`config.mk`:
```
export PLATFORM = sky130hd
export DESIGN_NAME = phold_ctrl
export DESIGN_NICKNAME = d
export VERILOG_FILES = /design/src/source/phold_pkg.sv /design/src/source/phold_ctrl.sv
export SDC_FILE = /design/constraint.sdc
export NUM_CORES = 1
export LEC_CHECK = 0
export ABC_CLOCK_PERIOD_IN_PS = 2600
export BUFFER_PORTS_ARGS = -buffer_cell sky130_fd_sc_hd__buf_2
export CORE_MARGIN = 8
export CORE_UTILIZATION = 46
export CTS_BUF_LIST = sky130_fd_sc_hd__clkbuf_16
export CTS_CLUSTER_DIAMETER = 80
export DETAILED_ROUTE_END_ITERATION = 16
export HOLD_SLACK_MARGIN = 0.06
export PLACE_DENSITY = 0.77
export SYNTH_ARGS = -nofsm -noshare
export SYNTH_HDL_FRONTEND = slang
export SYNTH_SLANG_ARGS = --single-unit
export TNS_END_PERCENT = 100
```
`constraint.sdc`:
```
create_clock -name clk -period 2.6 [get_ports clk]
set_input_delay 0.26 -clock clk [delete_from_list [all_inputs] [get_ports clk]]
set_output_delay 0.26 -clock clk [all_outputs]
set_load 0.01 [all_outputs]
```
`src/source/phold_pkg.sv`:
```
package phold_pkg;

   // datapath widths
   localparam int TIME_WID = 16;
   localparam int LP_WID = 6;
   localparam int CNT_WID = 64;

   // random word and the fields cut from it
   localparam int RND_WID = 24;
   localparam int DELTA_WID = 3;
   localparam int BUSY_WID = 2;

   // nonzero, the LFSR locks up on an all-zero state
   localparam logic [RND_WID-1:0] LFSR_SEED = 24'h5a3c91;

   // default sizes, overridable at phold_top
   localparam int DEF_NUM_CORE = 4;
   localparam int DEF_QUEUE_DEPTH = 16;

   // run controller states
   typedef enum logic [2:0] {
      IDLE     = 3'd0,
      INIT     = 3'd1,
      READY    = 3'd2,
      RUNNING  = 3'd3,
      FINISHED = 3'd4
   } phold_state_e;

endpackage
```
`src/source/phold_ctrl.sv`:
```
`timescale 1ns/1ps

module phold_ctrl #(
   parameter int NUM_CORE = 4
) (
   input  logic                           clk,
   input  logic                           rst_n,
   input  logic [phold_pkg::TIME_WID-1:0] sim_end,
   input  logic [7:0]                     num_init_events,
   input  logic [7:0]                     lp_mask,
   input  logic [phold_pkg::TIME_WID-1:0] gvt,
   input  logic                           q_full,
   input  logic                           q_empty,
   input  logic                           rcv_gnt_vld,
   input  logic                           send_gnt_vld,
   input  logic [NUM_CORE-1:0]            rcv_gnt,
   input  logic [NUM_CORE-1:0]            send_gnt,
   input  logic [phold_pkg::LP_WID-1:0]   new_lp,
   input  logic [phold_pkg::TIME_WID-1:0] new_time,
   input  logic [phold_pkg::LP_WID-1:0]   head_lp,
   input  logic [phold_pkg::TIME_WID-1:0] head_time,
   output logic                           enq,
   output logic                           deq,
   output logic [phold_pkg::LP_WID-1:0]   enq_lp,
   output logic [phold_pkg::TIME_WID-1:0] enq_time,
   output logic [NUM_CORE-1:0]            ack,
   output logic [NUM_CORE-1:0]            ev_valid,
   output logic                           next_rnd,
   output logic                           running,
   output logic                           rtn_vld,
   output logic [phold_pkg::CNT_WID-1:0]  total_cycles,
   output logic [phold_pkg::CNT_WID-1:0]  total_events,
   output logic                           ev_sent,
   output logic [phold_pkg::LP_WID-1:0]   ev_sent_lp,
   output logic [phold_pkg::TIME_WID-1:0] ev_sent_time
);
   import phold_pkg::*;

   phold_state_e state;
   phold_state_e state_nxt;
   logic [7:0]   init_cnt;
   logic         queue_busy;
   logic         in_window;
   logic         enq_init;
   logic         enq_run;

   assign running = (state == RUNNING);
   // no new traffic once gvt has passed the end time
   assign in_window = running && (gvt <= sim_end);

   assign enq_init = (state == INIT) && !queue_busy && !q_full && (init_cnt < num_init_events);
   // returning events win over dispatch
   assign enq_run = in_window && !queue_busy && !q_full && rcv_gnt_vld;
   assign enq = enq_init || enq_run;
   assign deq = in_window && !queue_busy && !enq && !q_empty && send_gnt_vld;

   assign ack = enq_run ? rcv_gnt : '0;
   assign ev_valid = deq ? send_gnt : '0;
   assign next_rnd = deq || (state == INIT);

   // init events are time zero, LP is the index masked
   assign enq_lp = (state == INIT) ? (init_cnt[LP_WID-1:0] & lp_mask[LP_WID-1:0]) : new_lp;
   assign enq_time = (state == INIT) ? '0 : new_time;

   always_comb begin
      state_nxt = state;
      case (state)
         IDLE: state_nxt = INIT;
         INIT: begin
            if (init_cnt == num_init_events) begin
               state_nxt = READY;
            end
         end
         READY: state_nxt = RUNNING;
         RUNNING: begin
            if (gvt > sim_end) begin
               state_nxt = FINISHED;
            end
         end
         // finished holds until reset
         default: state_nxt = state;
      endcase
   end

   always_ff @(posedge clk or negedge rst_n) begin
      if (!rst_n) begin
         state <= IDLE;
         init_cnt <= '0;
         queue_busy <= 1'b0;
         rtn_vld <= 1'b0;
         ev_sent <= 1'b0;
         total_cycles <= '0;
         total_events <= '0;
      end else begin
         state <= state_nxt;
         // queue needs a quiet cycle after every access
         queue_busy <= enq || deq;
         if (enq_init) begin
            init_cnt <= init_cnt + 8'd1;
         end
         rtn_vld <= running && (gvt > sim_end);
         ev_sent <= deq;
         if (running) begin
            total_cycles <= total_cycles + CNT_WID'(1);
         end
         if (deq) begin
            total_events <= total_events + CNT_WID'(1);
         end
      end
   end

   // dispatch trace payload
   always_ff @(posedge clk) begin
      if (deq) begin
         ev_sent_lp <= head_lp;
         ev_sent_time <= head_time;
      end
   end

endmodule

```
=== After elaboration in Yosys (flattened, before gate mapping) ===
Cells that the tools add are included.

* Logic and storage cells: 50
* Flip-flop bits (word level): 164
* Output and inout bits: 186
* Bits of input ports: 106

* Muxes and demuxes: 7
* $add $sub $neg: 3
* Bitwise logic cells: 1
* Reductions and logical operators: 21
* Eq/ne operators: 6
* Order comparisons: 3

{| class="wikitable"
|+ Operators with widths
! kind !! count
|-
| $add A64 B1 Y64 const B || 2
|-
| $gt A16 B16 Y1 || 1
|-
| $le A16 B16 Y1 || 1
|-
| $mux W16 || 1
|-
| $pmux W3 S4 || 1
|-
| $logic_and A1 B1 Y1 || 11
|-
| $add A8 B1 Y8 const B || 1
|-
| $eq A8 B8 Y1 || 1
|-
| $lt A8 B8 Y1 || 1
|-
| $mux W4 || 2
|-
| $and A6 B6 Y6 || 1
|-
| $eq A3 B2 Y1 const B || 2
|-
| $mux W3 || 2
|-
| $mux W6 || 1
|-
| $logic_not A1 Y1 || 4
|-
| $ne A2 B1 Y1 const B || 2
|-
| $reduce_bool A4 Y1 || 1
|-
| $eq A3 B1 Y1 const B || 1
|-
| $logic_not A3 Y1 || 1
|-
| $logic_or A1 B1 Y1 || 3
|-
| $reduce_and A3 Y1 || 1
|}

=== Logic depth before layout (Yosys ltp) ===
Gate-level depths: netlist of the first run.

* Word-level depth: 11
* Depth in mapped cells: 11
* Gate-level depth less buffers: 8

=== Worst setup path before layout of the first run ===
OpenSTA, ideal clock, no wires.

* Kind: in2out
* Start: in sim_end[13] (netlist bit)
* End: out ev_valid[0]
* Stages on the path: 9
* Data arrival time: 2654 ps
* Data required time: 2340 ps
* Buffers on the path: 1
* Setup slack: -314 ps
* Path through: inv_1 > ha_1 > nand4_1 > nor3_1 > a2111o_1 > o31a_1 > buf_2 > nor2_2 > and2_1

* Word-level cells in the longest chain between the ends: 11

{| class="wikitable"
|+ Ends and longest elaborated chain
! item !! line !! text
|-
| from (decl) || phold_ctrl.sv:8 || <nowiki>input logic [phold_pkg::TIME_WID-1:0] sim_end,</nowiki>
|-
| $le A16 B16 Y1 * || phold_ctrl.sv:49 || <nowiki>assign in_window = running && (gvt <= sim_end);</nowiki>
|-
| $logic_and A1 B1 Y1 * || phold_ctrl.sv:49 ||
|-
| $logic_and A1 B1 Y1 * || phold_ctrl.sv:53, phold_ctrl.sv:55 ||
|-
| $logic_and A1 B1 Y1 (2 in a row) || phold_ctrl.sv:53 || <nowiki>assign enq_run = in_window && !queue_busy && !q_full && rcv_gnt_vld;</nowiki>
|-
| $logic_or A1 B1 Y1 || phold_ctrl.sv:54 || <nowiki>assign enq = enq_init || enq_run;</nowiki>
|-
| $logic_not A1 Y1 || phold_ctrl.sv:55 || <nowiki>assign deq = in_window && !queue_busy && !enq && !q_empty && send_gnt_vld;</nowiki>
|-
| $logic_and A1 B1 Y1 * (3 in a row) || phold_ctrl.sv:55 ||
|-
| via deq || phold_ctrl.sv:23 || <nowiki>output logic deq,</nowiki>
|-
| $mux W4 * || phold_ctrl.sv:58 || <nowiki>assign ev_valid = deq ? send_gnt : '0;</nowiki>
|-
| to (decl) || phold_ctrl.sv:27 || <nowiki>output logic [NUM_CORE-1:0] ev_valid,</nowiki>
|}

Mark *: on every way through the listed nets, which the timed path passes. The rest lies on a longest branch.

=== Worst setup path in the final report of the first run ===
* Start: in sim_end[13] (netlist bit)
* End: out ev_valid[1]

* Word-level cells in the longest chain between the ends: 11

{| class="wikitable"
|+ Ends and longest elaborated chain
! item !! line
|-
| $le A16 B16 Y1 * || phold_ctrl.sv:49
|-
| $logic_and A1 B1 Y1 * || phold_ctrl.sv:49
|-
| $logic_and A1 B1 Y1 * || phold_ctrl.sv:53, phold_ctrl.sv:55
|-
| $logic_and A1 B1 Y1 (2 in a row) || phold_ctrl.sv:53
|-
| $logic_or A1 B1 Y1 || phold_ctrl.sv:54
|-
| $logic_not A1 Y1 || phold_ctrl.sv:55
|-
| $logic_and A1 B1 Y1 * (3 in a row) || phold_ctrl.sv:55
|-
| $mux W4 * || phold_ctrl.sv:58
|}

Mark *: on every way between the ends. The rest lies on a longest branch, timed or not.

==> metrics.csv, run 1 <==
metric,value,unit
run_status,"complete, no violations",
clockBufferDepth,2,
die_area,22970,µm²
synth_top_cell_area_share,0.4203,
first_pass_iters,5,
synthTopCellsByArea,"dfrtp_1 (42%), xor2_1 (8.9%), edfxtp_1 (7.8%), xnor2_1 (5.0%), nor4_2 (4.4%)",
synth_top_area_cell,dfrtp_1,
antenna_found_initial,0,
start_util,0.4690,
vias,7062,
areaGrowthSynthToFinish,34.11,%
coreArea,18020,µm²
power.net_switching,1.888,mW
cp-end-kind,primary output,
p_int,4.714,mW
clock_power_share,0.378,
swShare,0.2859,
r2r_start,total_events[3],
yosys_warnings,0,
maxCapViolations,0,
gp_congestion,0.8694,
arrival,2.31,ns
synthAdderAreaFrac,0.03996,
overflow,0,
hp-class,primary input to flip-flop,
grt.total_usage,0.2002,
yosys.area_share.simple,0.2664,
ys_top_cells_by_count,"dfrtp_1 (142), xor2_1 (86), nand2_1 (74)",
syn_nets,910,
ys.flop_type,dfrtp_1,
cts.reportedPaths.clkPinSlew,0.06,ns
hold_violations,0,
stdcell_count,1357,
dp.cells,1298,
maxSlewHeadroom,0.5854,
drc,0,
drive_gt1_frac,0.3794,
cp-startpoint,sim_end[13],
drt-initial-drc-count,289,
synth_compound_area_frac,0.02116,
finalPower,6.602,mW
slowest_delay,0.43,ns
clk_latency,0.41,ns
drv_slew,0,
crit_path_start_kind,primary input,
fmax,0.3897,GHz
p_leak,5.900,nW
period_share,0.9869,
final_antenna_net_count,0,
synth_area,8454,µm²
die_x,151.6,µm
wl,23530,µm
grt_pass1_wl,36720,µm
comb_power_share,0.195,
synthArstFlopShare,0.8659,
pwr-share-seq,0.427,
powerDensity,582.3,nW/µm²
ys_seq_area_frac,0.4984,
synth_cell_types,50,
grt_pass1_vias,7376,
worstMarginPinSlew,0.6219,ns
path_cells,"buf_2, inv_1, ha_4, nand4_1, nor3_2, a2111o_1, o31a_4, nor2_4, buf_12, and2_1, buf_2",
muxShareOfSynthArea,0.002664,
critPathTopFamily,compound AO/OA/AOI/OAI gates,
htree_levels,4,
pin_count,292,
min_from,q_full,
dpl.hpwl,17520,µm
min_period,2.566,ns
finalSetupViolCount,0,
skew,0.01063,ns
cpMostUsedCell,buf_2,
die_y,151.6,µm
synth_xor_area_frac,0.1388,
rows,49,
path_buf_inv,4,
irDropWorstVdd,0.4911,mV
required,2.34,ns
fin_nets,1248,
cts_root_buf,clkbuf_16,
synth_area_per_cell,10.88,µm²
wl_per_cell,17.34,µm
synth_top_family_by_area,simple AND/OR/NAND/NOR gates,
antenna_cells,0,
cp_max_fo,12,
crit_type,primary input to primary output,
cts-buffers-inserted,17,
slowest_stage,a2111o_1,
grt_max_degree,69,
viasPerCell,5.204,
synth_edf_count,22,
syn_inst,777,
synth-seq-cells,164,
cts_tree,done,
synth.most_common_cell,dfrtp_1,
port_buffers,289,
cts_num_sinks,164,
worst reg2reg max path: cells and delay by family (launching register included):
kind | cells | cell delay, ns
simple gates | 5 | 1.72
flops | 1 | 0.44
xor+xnor | 1 | 0.17
cells by family after synthesis:
family | after synthesis
AO/OA/AOI/OAI | 27
XOR/XNOR | 134
adder cells (fa/ha/maj) | 27
buffers and inverters | 63
flip-flops | 164
multiplexers | 2
AND/OR/NAND/NOR | 360
cell type report:
type | count | area (µm²)
Multi-Input combinational cell | 550 | 4086
Fill cell | 1471 | 6686
Inverter | 36 | 135.1
Sequential cell | 164 | 4214
Clock inverter | 13 | 117.6
Timing Repair Buffer | 346 | 2023
Tap cell | 229 | 286.5
Clock buffer | 19 | 475.5
final timing paths:
path                               endpoint  slack (ns)  cells past startpoint
min in group asynchronous  total_cycles[41]        0.34                      2
min reg2reg                total_cycles[63]        0.46                      1
max reg2reg                total_events[63]        0.19                      6
max in group asynchronous   total_events[0]        1.48                      3
min                             init_cnt[2]        0.31                      5
max                             ev_valid[1]        0.03                     11
cells in the final DEF, fill, tap and decap left out, types with 23 or more instances in the layout:
cell	n
xnor2_1	48
xor2_1	86
nand2_1	73
dfrtp_1	142
nand4_1	42
buf_4	27
nor3_1	23
nor2_1	30
nand3_1	46
dlygate4sd3_1	23
and2_1	29
ha_1	24
buf_2	287
nor4_2	31
inv_1	34
power by group through the flow:
| stage | Sequential (mW) | Combinational (mW) | Clock [mW] |
|---|---|---|---|
| floorplan | 2.82 | 0.712 | 0 |
| global placement | 2.86 | 1.18 | 0 |
| detailed placement | 2.86 | 1.20 | 0 |
| CTS | 2.81 | 1.24 | 2.56 |
| global route | 2.83 | 1.43 | 2.67 |
| finish | 2.82 | 1.29 | 2.50 |
per-stage QoR:
stage	area (µm²)	util	hold WS, ns	setup TNS (ns)	setup slack [ns]
after global placement	10370	0.5751	0.2124	-0.04400	-0.01743
after floorplan	8459	-	-0.03559	0	0.01940
after detailed placement	10370	0.5751	0.2142	-1.125	-0.09518
final	11340	0.6290	0.3061	0	0.03397
after global routing	11340	0.6290	0.3040	-0.06139	-0.03410
after CTS	11240	0.6236	0.3275	0	0.0003462
state kept, by name, indices dropped and copies added, names as in the netlist:
name,count
total_cycles,64
total_events,64
ev_sent_time,16
init_cnt,8
ev_sent_lp,6
state,3
ev_sent,1
queue_busy,1
rtn_vld,1
per-layer routing:
metal	global-route usage	share of wire
met1	0.2395	0.41
met2	0.3440	0.50
met3	0.05762	0.070
met4	0.05830	0.019
met5	0	0
timing repair:
item / 4_1_cts / 5_1_grt
endpoints found under the setup margin: 10 / 11
buffers inserted: 0 / 4
gates cloned: 0 / 0
resized for setup: 8 / 13
hold buffers: 23 / 0
pin swaps: 4 / 9
hold endpoints to repair: 65 / 0
Power figures use the tool's default switching activity.
==> run 2: changes to the inputs <==
Settings changed: ABC_CLOCK_PERIOD_IN_PS 2600 to 2800, CORE_UTILIZATION 46 to 51, PLACE_DENSITY 0.77 to 0.81.
Clock period 2.6 ns to 2.8 ns, I/O delays scaled along.
==> run 2 against run 1 <==
Net effect:
- first-iteration DRC count rose by 6.6%
- count of clock-buffer cells in the layout fell by 2
- global-route usage rose by 2.0 points
- register-to-register slack improved by 0.12 ns
- sequential share of layout area rose by 0.80 points
- die area fell by 8.8%
- clock skew rose by 0.0021 ns
- critical endpoint is now enq
- sequential cell count did not move
- final area fell by 2.1%
- combinational power fell by 13%
- via count rose by 0.92%
==> metrics.csv, run 2 (synthesized netlist as in run 1, its figures left out) <==
metric,value,unit
first_pass_iters,4,
cts_tree,done,
die_area,20950,µm²
rsz0062_at_grt,false,
cts_num_sinks,164,
fin_nets,1244,
setup_tns,0,ns
stdcell_count,1344,
final_antenna_net_count,0,
drive_gt1_frac,0.3648,
dp.cells,1282,
htree_levels,4,
hold_violations,0,
grt_pass1_vias,7218,
antenna_cells,0,
fmax,0.3757,GHz
port_buffers,289,
clockBufferDepth,2,
grt_pass1_wl,36380,µm
reg2reg_slack,0.31,ns
arrival,2.38,ns
drt-initial-drc-count,308,
wl_per_cell,17.10,µm
largest_registers,"total_cycles (64), total_events (64), ev_sent_time (16)",
hp-class,primary input to flip-flop,
required,2.52,ns
final_cell_mix,"buf_2 (288), dfrtp_1 (142), xor2_1 (86)",
skew,0.01269,ns
antenna_found_initial,1,
p_leak,5.828,nW
dpl.hpwl,16990,µm
timing.rr.end,total_events[63],
powerDensity,529.3,nW/µm²
final_common_cell,buf_2,
rr_worst_depth,6,
rows,47,
die_y,144.8,µm
period_share,0.9507,
start_util,0.5153,
r2r_start,total_events[3],
pin_count,292,
cts.reportedPaths.clkPinSlew,0.06,ns
crit_type,primary input to primary output,
cts-buffers-inserted,17,
die_x,144.8,µm
cp_max_fo,9,
run_status,"complete, no violations",
gp_congestion,0.8345,
crit_path_start_kind,primary input,
maxCapViolations,0,
min_period,2.662,ns
overflow,0,
areaGrowthSynthToFinish,31.29,%
grt_max_degree,66,
whs,0.3269,ns
drc,0,
min_from,rcv_gnt_vld,
maxSlewHeadroom,0.5824,
irDropWorstVdd,0.4251,mV
viasPerCell,5.303,
coreArea,16410,µm²
drv_slew,0,
wl,22980,µm
cp-end-kind,primary output,
worstMarginPinSlew,0.6265,ns
grt.total_usage,0.2200,
finalSetupViolCount,0,
vias,7127,
hold_depth,4,
hold_end,queue_busy,
clk_latency,0.43,ns
cts_root_buf,clkbuf_16,
==> run 2: routing by layer <==
| layer | up-vias | routed length [µm] | track usage | part of all wire |
|---|---|---|---|---|
| met5 | - | 8 | 0 | 0.00035 |
| met4 | 2 | 531 | 0.07941 | 0.023 |
| met3 | 35 | 1841 | 0.06004 | 0.080 |
| met1 | 3435 | 9311 | 0.2697 | 0.41 |
| met2 | 266 | 11290 | 0.3648 | 0.49 |
| li1 | 3389 | - | - | - |
==> run 2: how the worst max path moves through the flow <==
| stage | start | endpoint | slack [ns] |
|---|---|---|---|
| final | sim_end[14] | enq | 0.14 |
| after global placement | sim_end[14] | enq | 0.07 |
| after floorplan | sim_end[13] | ev_valid[0] | 0.18 |
| after global routing | sim_end[13] | ack[3] | 0.003 |
| after CTS | state[2] | enq | 0.05 |
| after detailed placement | sim_end[14] | enq | 0.06 |
==> run 2: timing repair <==
| action | 4_1_cts | 5_1_grt |
|---|---|---|
| hold buffers | 23 | 0 |
| endpoints found under the hold margin | 84 | 0 |
| gates resized for setup | 0 | 3 |
| setup endpoints to repair | 0 | 5 |
| buffers inserted | 0 | 6 |
==> run 2: through the flow <==
step	cell area [µm²]	util	power [mW]	setup slack, ns
after detailed placement	10260	0.6256	3.745	0.06198
after floorplan	8459	-	3.278	0.1794
after global routing	11100	0.6765	6.164	0.003162
after CTS	11030	0.6722	5.905	0.04684
final	11100	0.6765	5.875	0.1380
after global placement	10260	0.6256	3.722	0.07075
==> run 2: critical path, cell delays in order <==
cell and delay [ns]:
buf_2 0.10, inv_1 0.04, ha_1 0.28, nand4_1 0.21, nor4_2 0.35, a21boi_1 0.22
o31a_4 0.28, nor3_1 0.08, buf_4 0.15, or2_2 0.26, buf_2 0.14
==> run 2: cell type report <==
class / instances / area (µm²)
clock inverter: 15 / 108.9
tap: 220 / 275.3
clock buffer: 17 / 425.4
multi-input combinational: 551 / 4003
timing repair buffer: 341 / 1938
inverter: 36 / 135.1
sequential: 164 / 4214
fill: 1256 / 5308
==> run 2: where the power goes <==
part | total, mW | internal [mW] | switching, mW
combinational | 1.12 | 0.482 | 0.636
sequential | 2.62 | 2.49 | 0.133
clock | 2.14 | 1.14 | 0.992
==> run 3: changes to the inputs <==
Settings changed: CORE_UTILIZATION 51 to 50, PLACE_DENSITY 0.81 to 0.8.
==> run 3 against run 2 <==
Net effect:
- routed wire length increased by 2.7%
- worst setup slack worse by 0.038 ns
- global-route usage about the same
- critical path type unchanged
- non-clock buffer count is 6 lower
- clock power grew 4%
- critical endpoint is now ev_valid[3]
- largest cell class unchanged
- combinational power is essentially flat
==> metrics.csv, run 3 (synthesized netlist as in run 1, its figures left out) <==
metric,value,unit
fin_nets,1237,
required,2.52,ns
final_cell_mix,"buf_2 (288), dfrtp_1 (142), xor2_1 (86)",
arrival,2.42,ns
drv_slew,0,
dp.cells,1280,
grt_pass1_wl,38140,µm
areaGrowthSynthToFinish,30.98,%
drive_gt1_frac,0.3599,
cp_max_fo,15,
die_x,146.0,µm
vias,7113,
grt_max_degree,71,
crit_type,primary input to primary output,
first_pass_iters,4,
min_from,send_gnt_vld,
hold_violations,0,
port_buffers,289,
cp-end-kind,primary output,
reg2reg_slack,0.27,ns
wl_per_cell,17.66,µm
pre_cts_ws,0.08165,ns
cp-startpoint,sim_end[13],
cts_root_buf,clkbuf_16,
finalSetupViolCount,0,
period_share,0.9641,
wl,23610,µm
crit_path_start_kind,primary input,
cts_tree,done,
cts_num_sinks,164,
htree_levels,4,
drt-initial-drc-count,293,
endpoint,ev_valid[3],
p_leak,5.801,nW
grt_pass1_vias,7480,
fmax,0.3704,GHz
utilization,0.6677,
finalPower,5.972,mW
start_util,0.5098,
coreArea,16580,µm²
clockBufferDepth,2,
grt.total_usage,0.2202,
pin_count,292,
irDropWorstVdd,0.4357,mV
powerDensity,539.3,nW/µm²
cts-buffers-inserted,17,
drc,0,
timing.rr.end,total_events[63],
multi_input_comb_area,3978,µm²
r2r_start,state[2],
maxSlewHeadroom,0.5681,
antenna_found_initial,0,
die_area,21330,µm²
final_antenna_net_count,0,
gp_congestion,0.8684,
antenna_cells,0,
setup_tns,0,ns
rsz0062_at_grt,false,
hp-class,primary input to flip-flop,
maxCapViolations,0,
final_common_cell,buf_2,
cts.reportedPaths.clkPinSlew,0.06,ns
clk_latency,0.42,ns
overflow,0,
worstMarginPinSlew,0.6479,ns
cts_resized,0,
viasPerCell,5.320,
rr_worst_depth,6,
die_y,146.0,µm
regArea,4214,µm²
min_period,2.700,ns
nFillCells,1288,
largest_registers,"total_cycles (64), total_events (64), ev_sent_time (16)",
dpl.hpwl,17700,µm
rows,47,
fin_ws,0.1004,ns
run_status,"complete, no violations",
stdcell_count,1337,
skew,0.008690,ns
[run 3: changes by cell type in the layout (fill, tap and decap cells not counted), moves of 2 or more]
cell	before	now
buf_4	26	19
clkinv_2	2	0
inv_8	1	4
inv_1	37	35
inv_6	5	7
[run 3: what timing repair did]
action	4_1_cts	5_1_grt
hold buffers	23	0
gates cloned	0	1
endpoints found under the setup margin	1	1
hold endpoints to repair	90	0
buffers inserted	1	0
pin swaps	1	1
[run 3: worst min path at each step]
| stage | endpoint | slack [ns] | cells past startpoint |
|---|---|---|---|
| final | queue_busy | 0.36 | 4 |
| after global routing | queue_busy | 0.38 | 4 |
| after CTS | queue_busy | 0.34 | 4 |
| after detailed placement | total_cycles[11] | 0.33 | 1 |
| after global placement | total_cycles[11] | 0.34 | 1 |
| after floorplan | ev_sent | -0.02 | 0 |
[run 3: area by class of cell]
class                           instances  area share
Clock buffer                           17     0.03842
Clock inverter                         15     0.01220
Inverter                               36     0.01220
Tap cell                              220     0.02486
Timing Repair Buffer                  335      0.1725
Multi-Input combinational cell        550      0.3592
Sequential cell                       164      0.3806
[run 3: worst max-delay path, stage by stage]
cell and delay, ns:
buf_2 0.07, inv_1 0.03, ha_1 0.30, nand4_1 0.18, nor3_1 0.08, a2111o_1 0.42, o31a_2 0.39, nor2_4 0.18
buf_12 0.18, and2_1 0.16, buf_2 0.14
[run 3: per-layer routing]
layer	wire (µm)	global-route usage	vias up	share of wire
met4	554	0.07522	0	0.023
met1	9238	0.2412	3446	0.39
met5	0	0	-	0
met3	1792	0.07293	39	0.076
li1	-	-	3368	-
met2	12020	0.3930	260	0.51
[run 3: metrics by stage]
stage / hold WS [ns] / instance area (µm²)
5_1_grt: 0.3803 / 11070
6_report: 0.3580 / 11070
3_5_place_dp: 0.3349 / 10250
3_3_place_gp: 0.3353 / 10250
4_1_cts: 0.3435 / 11050
2_1_floorplan: -0.01559 / 8459
[run 3: power breakdown]
part	total, mW	internal, mW	switching [mW]
logic	1.12	0.484	0.641
clock network	2.23	1.18	1.05
registers	2.62	2.49	0.132
